File: src/logic/decode_pkg.sv
package decode_pkg;

    // Datapath widths
    localparam int INSTR_W   = 24;
    localparam int ADDR_W    = 24;
    localparam int OPC_W     = 8;
    localparam int OPC_LSB   = 16;
    localparam int OPCLASS_W = 4;
    localparam int GP_IDX_W  = 4;
    localparam int SR_IDX_W  = 2;
    localparam int CC_W      = 4;
    localparam int IMM10_W   = 10;
    localparam int IMM12_W   = 12;
    localparam int IMM14_W   = 14;
    localparam int IMM16_W   = 16;

    // Special registers with a fixed role in decode
    localparam logic [SR_IDX_W-1:0] SR_IDX_FLAGS = 2'd2;
    localparam logic [SR_IDX_W-1:0] SR_IDX_LR    = 2'd3;

    // Opcode classes live in the high nibble of the opcode byte
    localparam logic [OPCLASS_W-1:0] OPCLASS_UR  = 4'h0;
    localparam logic [OPCLASS_W-1:0] OPCLASS_UI  = 4'h1;
    localparam logic [OPCLASS_W-1:0] OPCLASS_SR  = 4'h2;
    localparam logic [OPCLASS_W-1:0] OPCLASS_SI  = 4'h3;
    localparam logic [OPCLASS_W-1:0] OPCLASS_BR  = 4'h5;
    localparam logic [OPCLASS_W-1:0] OPCLASS_SYS = 4'h7;

    // Unsigned register ALU
    localparam logic [OPC_W-1:0] OPC_MOVur = 8'h00;
    localparam logic [OPC_W-1:0] OPC_ADDur = 8'h01;
    localparam logic [OPC_W-1:0] OPC_SUBur = 8'h02;
    localparam logic [OPC_W-1:0] OPC_NOTur = 8'h03;
    localparam logic [OPC_W-1:0] OPC_ANDur = 8'h04;
    localparam logic [OPC_W-1:0] OPC_ORur  = 8'h05;
    localparam logic [OPC_W-1:0] OPC_XORur = 8'h06;
    localparam logic [OPC_W-1:0] OPC_SHLur = 8'h07;
    localparam logic [OPC_W-1:0] OPC_SHRur = 8'h08;
    localparam logic [OPC_W-1:0] OPC_CMPur = 8'h09;
    localparam logic [OPC_W-1:0] OPC_TSTur = 8'h0A;
    localparam logic [OPC_W-1:0] OPC_ROLur = 8'h0B;
    localparam logic [OPC_W-1:0] OPC_RORur = 8'h0C;

    // Unsigned immediate ALU
    localparam logic [OPC_W-1:0] OPC_MOVui = 8'h10;
    localparam logic [OPC_W-1:0] OPC_ADDui = 8'h11;
    localparam logic [OPC_W-1:0] OPC_SUBui = 8'h12;
    localparam logic [OPC_W-1:0] OPC_ANDui = 8'h13;
    localparam logic [OPC_W-1:0] OPC_ORui  = 8'h14;
    localparam logic [OPC_W-1:0] OPC_XORui = 8'h15;
    localparam logic [OPC_W-1:0] OPC_SHLui = 8'h16;
    localparam logic [OPC_W-1:0] OPC_SHRui = 8'h17;
    localparam logic [OPC_W-1:0] OPC_CMPui = 8'h18;
    localparam logic [OPC_W-1:0] OPC_ROLui = 8'h19;
    localparam logic [OPC_W-1:0] OPC_RORui = 8'h1A;
    localparam logic [OPC_W-1:0] OPC_LUIui = 8'h1B;

    // Signed register ALU
    localparam logic [OPC_W-1:0] OPC_ADDsr = 8'h20;
    localparam logic [OPC_W-1:0] OPC_SUBsr = 8'h21;
    localparam logic [OPC_W-1:0] OPC_SHRsr = 8'h22;
    localparam logic [OPC_W-1:0] OPC_CMPsr = 8'h23;
    localparam logic [OPC_W-1:0] OPC_NEGsr = 8'h24;
    localparam logic [OPC_W-1:0] OPC_TSTsr = 8'h25;

    // Signed immediate ALU
    localparam logic [OPC_W-1:0] OPC_MOVsi = 8'h30;
    localparam logic [OPC_W-1:0] OPC_ADDsi = 8'h31;
    localparam logic [OPC_W-1:0] OPC_SUBsi = 8'h32;
    localparam logic [OPC_W-1:0] OPC_SHRsi = 8'h33;
    localparam logic [OPC_W-1:0] OPC_CMPsi = 8'h34;

    // Branches and conditional moves
    localparam logic [OPC_W-1:0] OPC_JCCui = 8'h50;
    localparam logic [OPC_W-1:0] OPC_BCCsr = 8'h51;
    localparam logic [OPC_W-1:0] OPC_BCCso = 8'h52;
    localparam logic [OPC_W-1:0] OPC_BALso = 8'h53;
    localparam logic [OPC_W-1:0] OPC_MCCur = 8'h54;
    localparam logic [OPC_W-1:0] OPC_MCCsi = 8'h55;

    // Special-register and system ops
    localparam logic [OPC_W-1:0] OPC_SRMOVur = 8'h70;
    localparam logic [OPC_W-1:0] OPC_SRADDsi = 8'h71;
    localparam logic [OPC_W-1:0] OPC_SRSUBsi = 8'h72;
    localparam logic [OPC_W-1:0] OPC_SRJCCso = 8'h73;
    localparam logic [OPC_W-1:0] OPC_SRSTso  = 8'h74;
    localparam logic [OPC_W-1:0] OPC_SRLDso  = 8'h75;
    localparam logic [OPC_W-1:0] OPC_SYSCALL = 8'h76;
    localparam logic [OPC_W-1:0] OPC_KRET    = 8'h77;
    localparam logic [OPC_W-1:0] OPC_CSRRD   = 8'h78;
    localparam logic [OPC_W-1:0] OPC_CSRWR   = 8'h79;

    // Operand-class flags from the opcode classifier
    typedef struct packed {
        logic sgn_en;
        logic imm_en;
        logic uses_flags;
        logic tgt_gp_we;
        logic has_tgt_gp;
        logic tgt_sr_we;
        logic has_tgt_sr;
        logic has_src_gp;
        logic has_src_sr;
    } class_flags_t;

    // Fetch context carried through the stage untouched
    typedef struct packed {
        logic [ADDR_W-1:0]  pc;
        logic [INSTR_W-1:0] instr;
        logic [OPC_W-1:0]   root_opc;
    } stage_ctx_t;

    // Decoded payload handed to the next stage
    typedef struct packed {
        logic [OPC_W-1:0]    opc;
        logic                sgn_en;
        logic                imm_en;
        logic                tgt_gp_we;
        logic                tgt_sr_we;
        logic                has_src_gp;
        logic                has_src_sr;
        logic [IMM12_W-1:0]  imm12;
        logic [IMM14_W-1:0]  imm14;
        logic [IMM10_W-1:0]  imm10;
        logic [IMM16_W-1:0]  imm16;
        logic [CC_W-1:0]     cc;
        logic [GP_IDX_W-1:0] src_gp;
        logic [GP_IDX_W-1:0] tgt_gp;
        logic [SR_IDX_W-1:0] src_sr;
        logic [SR_IDX_W-1:0] tgt_sr;
    } decode_fields_t;

endpackage
File: src/logic/decode_stage.sv
module decode_stage
    import decode_pkg::*;
(
    input  logic               iw_clk,
    input  logic               iw_rst,
    input  logic [ADDR_W-1:0]  pc,
    input  logic [INSTR_W-1:0] instr,
    input  logic [OPC_W-1:0]   root_opc,
    input  logic               flush,
    input  logic               stall,
    output stage_ctx_t         ctx,
    output decode_fields_t     dec
);

    class_flags_t   flags;
    decode_fields_t fields;
    stage_ctx_t     ctx_d;

    assign ctx_d.pc       = pc;
    assign ctx_d.instr    = instr;
    assign ctx_d.root_opc = root_opc;

    opcode_classify opcode_classify_i (
        .instr (instr),
        .flags (flags)
    );

    field_extract field_extract_i (
        .instr  (instr),
        .flags  (flags),
        .fields (fields)
    );

    // Context and decoded payload share flush and stall, so they stay aligned
    stage_reg #(
        .payload_t (stage_ctx_t)
    ) ctx_reg_i (
        .iw_clk (iw_clk),
        .iw_rst (iw_rst),
        .flush  (flush),
        .stall  (stall),
        .d      (ctx_d),
        .q      (ctx)
    );

    stage_reg #(
        .payload_t (decode_fields_t)
    ) dec_reg_i (
        .iw_clk (iw_clk),
        .iw_rst (iw_rst),
        .flush  (flush),
        .stall  (stall),
        .d      (fields),
        .q      (dec)
    );

endmodule

File: src/logic/stage_reg.sv
module stage_reg #(
    parameter type payload_t = logic
) (
    input  logic     iw_clk,
    input  logic     iw_rst,
    input  logic     flush,
    input  logic     stall,
    input  payload_t d,
    output payload_t q
);

    // Flush beats stall, so a squashed slot never lingers
    always_ff @(posedge iw_clk or posedge iw_rst) begin
        if (iw_rst) begin
            q <= '0;
        end else if (flush) begin
            q <= '0;
        end else if (!stall) begin
            q <= d;
        end
    end

endmodule

File: src/logic/field_extract.sv
module field_extract
    import decode_pkg::*;
(
    input  logic [INSTR_W-1:0] instr,
    input  class_flags_t       flags,
    output decode_fields_t     fields
);

    logic [OPC_W-1:0]    opc;
    logic [IMM12_W-1:0]  imm12;
    logic [IMM14_W-1:0]  imm14;
    logic [IMM10_W-1:0]  imm10;
    logic [IMM16_W-1:0]  imm16;
    logic [CC_W-1:0]     cc;
    logic [GP_IDX_W-1:0] src_gp;
    logic [GP_IDX_W-1:0] tgt_gp;
    logic [SR_IDX_W-1:0] src_sr;
    logic [SR_IDX_W-1:0] tgt_sr;

    assign opc = instr[OPC_LSB +: OPC_W];

    // Immediates are right-aligned and only the width varies per op
    always_comb begin
        imm12 = '0;
        imm14 = '0;
        imm10 = '0;
        imm16 = '0;
        case (opc)
            OPC_MOVui, OPC_ADDui, OPC_SUBui, OPC_ANDui, OPC_ORui, OPC_XORui,
            OPC_SHLui, OPC_SHRui, OPC_CMPui, OPC_ROLui, OPC_RORui, OPC_LUIui,
            OPC_MOVsi, OPC_ADDsi, OPC_SUBsi, OPC_SHRsi, OPC_CMPsi,
            OPC_JCCui, OPC_BCCso, OPC_SRSTso, OPC_SRLDso, OPC_SYSCALL: begin
                imm12 = instr[IMM12_W-1:0];
            end
            OPC_SRADDsi, OPC_SRSUBsi: begin
                imm14 = instr[IMM14_W-1:0];
            end
            OPC_SRJCCso: begin
                imm10 = instr[IMM10_W-1:0];
            end
            OPC_BALso: begin
                imm16 = instr[IMM16_W-1:0];
            end
            default: begin
                imm12 = '0;
            end
        endcase
    end

    // Condition code sits wherever the encoding leaves room for it
    always_comb begin
        case (opc)
            OPC_JCCui, OPC_BCCso: cc = instr[15:12];
            OPC_BCCsr, OPC_MCCsi: cc = instr[11:8];
            OPC_SRJCCso:          cc = instr[13:10];
            OPC_MCCur:            cc = instr[7:4];
            default:              cc = '0;
        endcase
    end

    assign tgt_gp = flags.has_tgt_gp ? instr[15:12] : '0;

    // CSRWR uses the upper register slot for its data source
    always_comb begin
        if (!flags.has_src_gp) begin
            src_gp = '0;
        end else if (opc == OPC_CSRWR) begin
            src_gp = instr[15:12];
        end else begin
            src_gp = instr[11:8];
        end
    end

    // SYSCALL writes the return address to LR and KRET reads it back
    always_comb begin
        if (opc inside {OPC_KRET, OPC_SYSCALL}) begin
            tgt_sr = SR_IDX_LR;
        end else if (flags.has_tgt_sr) begin
            tgt_sr = instr[15:14];
        end else begin
            tgt_sr = '0;
        end
    end

    always_comb begin
        if (flags.uses_flags) begin
            src_sr = SR_IDX_FLAGS;
        end else if (flags.has_src_sr) begin
            src_sr = instr[13:12];
        end else begin
            src_sr = '0;
        end
    end

    assign fields.opc        = opc;
    assign fields.sgn_en     = flags.sgn_en;
    assign fields.imm_en     = flags.imm_en;
    assign fields.tgt_gp_we  = flags.tgt_gp_we;
    assign fields.tgt_sr_we  = flags.tgt_sr_we;
    assign fields.has_src_gp = flags.has_src_gp;
    assign fields.has_src_sr = flags.has_src_sr;
    assign fields.imm12      = imm12;
    assign fields.imm14      = imm14;
    assign fields.imm10      = imm10;
    assign fields.imm16      = imm16;
    assign fields.cc         = cc;
    assign fields.src_gp     = src_gp;
    assign fields.tgt_gp     = tgt_gp;
    assign fields.src_sr     = src_sr;
    assign fields.tgt_sr     = tgt_sr;

endmodule

File: src/logic/opcode_classify.sv
module opcode_classify
    import decode_pkg::*;
(
    input  logic [INSTR_W-1:0] instr,
    output class_flags_t       flags
);

    logic [OPC_W-1:0]     opc;
    logic [OPCLASS_W-1:0] opclass;
    logic                 known;
    logic                 is_ur;
    logic                 is_ui;
    logic                 is_sr;
    logic                 is_si;
    logic                 uses_flags;
    logic                 tgt_gp_we;
    logic                 tgt_sr_we;

    assign opc     = instr[OPC_LSB +: OPC_W];
    assign opclass = opc[OPC_W-1 -: OPCLASS_W];

    // Holes inside a class decode as no-ops, so check the exact opcode list
    always_comb begin
        case (opclass)
            OPCLASS_UR: known = opc inside {OPC_MOVur, OPC_ADDur, OPC_SUBur, OPC_NOTur,
                                            OPC_ANDur, OPC_ORur, OPC_XORur, OPC_SHLur,
                                            OPC_SHRur, OPC_CMPur, OPC_TSTur, OPC_ROLur,
                                            OPC_RORur};
            OPCLASS_UI: known = opc inside {OPC_MOVui, OPC_ADDui, OPC_SUBui, OPC_ANDui,
                                            OPC_ORui, OPC_XORui, OPC_SHLui, OPC_SHRui,
                                            OPC_CMPui, OPC_ROLui, OPC_RORui, OPC_LUIui};
            OPCLASS_SR: known = opc inside {OPC_ADDsr, OPC_SUBsr, OPC_SHRsr, OPC_CMPsr,
                                            OPC_NEGsr, OPC_TSTsr};
            OPCLASS_SI: known = opc inside {OPC_MOVsi, OPC_ADDsi, OPC_SUBsi, OPC_SHRsi,
                                            OPC_CMPsi};
            default: known = 1'b0;
        endcase
    end

    assign is_ur = known && (opclass == OPCLASS_UR);
    assign is_ui = known && (opclass == OPCLASS_UI);
    assign is_sr = known && (opclass == OPCLASS_SR);
    assign is_si = known && (opclass == OPCLASS_SI);

    // Branches and conditional moves read FLAGS implicitly
    assign uses_flags = opc inside {OPC_JCCui, OPC_BCCsr, OPC_BCCso, OPC_BALso,
                                    OPC_SRJCCso, OPC_MCCur, OPC_MCCsi};

    // Compares and tests only set FLAGS and LUIui is handled outside the GP file
    assign tgt_gp_we = (is_ur && !(opc inside {OPC_CMPur, OPC_TSTur}))
                    || (is_ui && !(opc inside {OPC_CMPui, OPC_LUIui}))
                    || (is_sr && !(opc inside {OPC_CMPsr, OPC_TSTsr}))
                    || (is_si && (opc != OPC_CMPsi))
                    || (opc inside {OPC_MCCur, OPC_MCCsi, OPC_CSRRD});

    assign tgt_sr_we = opc inside {OPC_SRMOVur, OPC_SRADDsi, OPC_SRSUBsi, OPC_SRLDso,
                                   OPC_SYSCALL};

    assign flags.sgn_en = is_sr || is_si
                       || (opc inside {OPC_BCCsr, OPC_BCCso, OPC_BALso, OPC_SRJCCso,
                                       OPC_SRADDsi, OPC_SRSUBsi, OPC_SRSTso, OPC_SRLDso});

    assign flags.imm_en = is_ui || is_si
                       || (opc inside {OPC_JCCui, OPC_BCCso, OPC_BALso, OPC_SRJCCso,
                                       OPC_SRADDsi, OPC_SRSUBsi, OPC_SRSTso, OPC_SRLDso,
                                       OPC_SYSCALL});

    assign flags.uses_flags = uses_flags;
    assign flags.tgt_gp_we  = tgt_gp_we;

    // BCCsr carries its offset register in the target field
    assign flags.has_tgt_gp = tgt_gp_we
                           || (opc inside {OPC_CMPur, OPC_TSTur, OPC_CMPui, OPC_CMPsr,
                                           OPC_TSTsr, OPC_BCCsr});

    assign flags.tgt_sr_we  = tgt_sr_we;
    assign flags.has_tgt_sr = tgt_sr_we || (opc == OPC_SRSTso);

    // NOTur and TSTur work on the target register alone
    assign flags.has_src_gp = (is_ur && !(opc inside {OPC_NOTur, OPC_TSTur}))
                           || (opc inside {OPC_ADDsr, OPC_SUBsr, OPC_SHRsr, OPC_CMPsr,
                                           OPC_MCCur, OPC_CSRWR});

    assign flags.has_src_sr = uses_flags
                           || (opc inside {OPC_SRMOVur, OPC_SRJCCso, OPC_SRLDso,
                                           OPC_SRSTso});

endmodule

File: config.mk
export PLATFORM = sky130hd
export DESIGN_NAME = decode_stage
export DESIGN_NICKNAME = d
export VERILOG_FILES = /design/src/logic/decode_pkg.sv /design/src/logic/decode_stage.sv /design/src/logic/stage_reg.sv /design/src/logic/field_extract.sv /design/src/logic/opcode_classify.sv
export SDC_FILE = /design/constraint.sdc
export NUM_CORES = 1
export LEC_CHECK = 0
export ABC_AREA = 1
export BUFFER_PORTS_ARGS = -buffer_cell sky130_fd_sc_hd__buf_2
export CORE_MARGIN = 5
export CORE_UTILIZATION = 54
export DETAILED_ROUTE_END_ITERATION = 6
export PLACE_DENSITY = 0.82
export SKIP_LAST_GASP = 1
export SLEW_MARGIN = 20
export SYNTH_ARGS = -nofsm -noshare
export SYNTH_HDL_FRONTEND = slang
export SYNTH_HIERARCHICAL = 1
export SYNTH_SLANG_ARGS = --single-unit
File: constraint.sdc
create_clock -name iw_clk -period 2.56 [get_ports iw_clk]
set_input_delay 0.256 -clock iw_clk [delete_from_list [all_inputs] [get_ports iw_clk]]
set_output_delay 0.256 -clock iw_clk [all_outputs]
set_load 0.02 [all_outputs]
==> summary.txt <==
Yosys
  – Post-synth net total: 961
  – Yosys top cell area share: 0.465
  – Mean Syn Cell Area: 8.25 um^2
  – Post-synthesis sequential area ratio: 0.465
  – Yosys Warn Count: 6
  – Largest family of logic cells by synthesized area: simple AND/OR/NAND/NOR gates
  – Complex-gate fraction of the synthesized area: 0.0237
  – Simple logic cell fraction of the synthesized area: 0.401
  – Yosys reg bits: 138
  – Synth area leaders: dfrtp_1, nand2_1, nand3_2, nand3_1, nor2_1
  – Top cell type by total area after synthesis: dfrtp_1
  – Synth cell types: 29
  – Multiplexer area fraction after synthesis: 0
  – Area share of fa/ha/maj cells after synthesis: 0
  – Mapped Area: 0.00743 mm^2
  – Xor-xnor portion of the synthesized cell area: 0
  – Gate Count Post-Synth: 901

Timing
  – Final-report hold violation count: 0
  – Minimum clock period: 1.35 ns
  – Final setup TNS: 0 ns
  – Slew HR: 0.534
  – Clock Skew: 0 ns
  – RSZ-0062 raised after global routing: false
  – Fmax: 0.741 GHz
  – Fin crit share: 0.527
  – Setup-failing EPs final: 0
  – Tightest Pin Transition: 0.699 ns
  – Final Slew Violations: 0

Setup path
  – CP max stage cell: nor2_1
  – Crit-path leading delay family: simple AND/OR/NAND/NOR gates
  – Worst path cell trace: buf_2, nor2_1, nand2_1, nor2_1, o211ai_1, nand4_1, o21ai_0, a21oi_1, nand2_1, nand2_1
  – Max incr delay on CP: 0.31 ns
  – CP arrival: 1.70 ns
  – Crit Path Class: in2reg
  – Startpoint types: input port
  – Worst Path Max Fanout: 7
  – Setup slack, reg-to-reg: 1.87 ns
  – Most numerous cell on the critical path: nand2_1
  – Worst Path Required: 2.91 ns
  – Endpoint class of the critical path: register
  – CP bufs+invs: 1

Layout
  – Layout cell share with drive strength beyond 1: 0.325
  – Layout area overhead: 18.3%
  – # diodes: 0
  – Final Util: 0.659
  – Fin nets: 1127

Detailed routing
  – Drt via density: 5.25
  – Total vias in the final route: 6588
  – 1st-pass router iterations: 5
  – Residual DRC: 0
  – Final WL: 19900 um
  – Avg WL per Cell: 15.8 um
  – Drt initial violations: 563
  – Routed Antenna Nets: 0

GRT
  – Congestion Overflow GR: 0
  – Pin count of the biggest net entering global routing: 111
  – Initial antenna violation count: 2
  – First-pass GRT wire length: 32500 um
  – Global Route Usage Sum: 0.250
  – Vias in the first global route: 6419

Clock tree
  – CTS Buffer Depth: 2
  – Num CTS Buffers: 17
  – Clk_lat worst skew: 0.41 ns
  – CTS tree: built
  – H-tree Lvls: 4
  – TritonCTS Sinks: 138
  – Clock-pin slew on the worst setup and hold paths: 0.06 ns
  – Clock Tree Root: clkbuf_16

Power
  – LEAKAGE: 0.00521 uW
  – Max IR drop VDD: 459 uV
  – PD cells: 589 mW/mm^2
  – Tot Pwr: 5170 uW

Die
  – Die width: 127 um
  – Die area: 0.0162 mm^2
  – Initial core utilization: 0.557
  – Die Y: 127 um
  – I/O pin count: 198
  – Total core area: 0.0133 mm^2
  – # rows: 42

Job
  – Maxcap violations: 0

Placed design
  – PortBufs: 197
  – Final HPWL DP: 13900 um
  – Gpl congestion: 0.953

Min path
  – HP Class: in2reg

Status
  – Outcome: completed
tightest hold or removal path, stage by stage:
cell and delay, ns:
buf_2 0.07, nand2_1 0.04, nand2_1 0.04
layer usage:
| layer | vias up | GRT usage | part of all wire |
|---|---|---|---|
| met5 | - | 0 | 0.0014 |
| met4 | 4 | 0.0997 | 0.024 |
| met3 | 36 | 0.0472 | 0.072 |
| met2 | 277 | 0.416 | 0.50 |
| met1 | 3132 | 0.324 | 0.40 |
| li1 | 3139 | - | - |
layout by cell type, fill, tap and decap left out, types with 6 or more instances in the layout:
| master | Yosys | routed |
|---|---|---|
| nand2_1 | 352 | 352 |
| nand3_1 | 71 | 71 |
| buf_4 | 24 | 9 |
| nor2_1 | 73 | 72 |
| inv_2 | 6 | 7 |
| nor2_4 | 7 | 8 |
| dfrtp_1 | 138 | 138 |
| o21ai_0 | 8 | 8 |
| nand3_2 | 83 | 83 |
| nand4_1 | 6 | 6 |
| nand2_2 | 7 | 7 |
| clkbuf_16 | 0 | 17 |
| inv_1 | 59 | 56 |
| buf_2 | 21 | 196 |
| a21oi_1 | 8 | 8 |
per-stage QoR:
step / setup slack (ns) / hold slack (ns) / area [um^2] / std cells
finish: 1.21 / 0.0337 / 8790 / 1255
global placement: 0.807 / 0.130 / 8230 / 1223
detailed placement: 0.847 / 0.135 / 8230 / 1223
global route: 1.04 / 0.0271 / 8790 / 1255
floorplan: 0.196 / 0.366 / 7430 / 901
CTS: 1.27 / 0.0150 / 8790 / 1255
cell type report:
cell class,instances,area [um^2]
fill,1172,4560
clock inverter,7,67.6
inverter,66,251
clock buffer,24,482
sequential,138,3450
tap,176,220
multi-input combinational,633,3170
timing repair buffer,211,1150
cell usage after synthesis:
cell,instances
nand2_1,352
dfrtp_1,138
nand3_2,83
nor2_1,73
nand3_1,71
inv_1,59
buf_4,24
buf_2,21
buf_12,9
buf_6,9
a21oi_1,8
o21ai_0,8
nand2_2,7
nor2_4,7
inv_2,6
nand4_1,6
o2111ai_1,4
nor2_2,3
a21oi_2,2
o21ai_1,2
a21boi_2,1
a21o_1,1
and2_1,1
clkbuf_1,1
inv_4,1
nand2_4,1
nor3_1,1
o211ai_1,1
o21bai_1,1
final timing paths:
| path | start | endpoint | depth (start not counted) |
|---|---|---|---|
| worst max-delay path | instr[22] | dec_reg_i/q[8] | 10 |
| worst min-delay path | root_opc[0] | ctx_reg_i/q[0] | 3 |
| worst max register to register | dec_reg_i/q[25] | dec_reg_i/q[25] | 2 |
| worst min register to register | ctx_reg_i/q[47] | ctx_reg_i/q[47] | 2 |
| max in group asynchronous | iw_rst | ctx_reg_i/q[23] | 4 |
| min in group asynchronous | iw_rst | dec_reg_i/q[74] | 3 |
sequential cells by signal, summed over array words and instances, names as in the netlist:
register,flops
ctx_reg_i/q,56
dec_reg_i/q,82
power by group:
part           switching, uW  total [uW]  leakage [uW]  internal [uW]
Clock                    874        2280      0.000262           1400
Combinational            449         613       0.00306            164
Sequential              38.4        2290       0.00188           2250
logic make-up (layout without fill, tap and decap cells):
group	after synthesis	count (layout)
AO/OA/AOI/OAI	28	28
buffers and inverters	130	308
AND/OR/NAND/NOR	605	605
flip-flops	138	138
timing repair:
action,in CTS,in global routing
endpoints found under the hold margin,43,0
hold buffers,1,0
setup buffers,0,0
resized for setup,0,0
(Power assumes the default switching activity.)
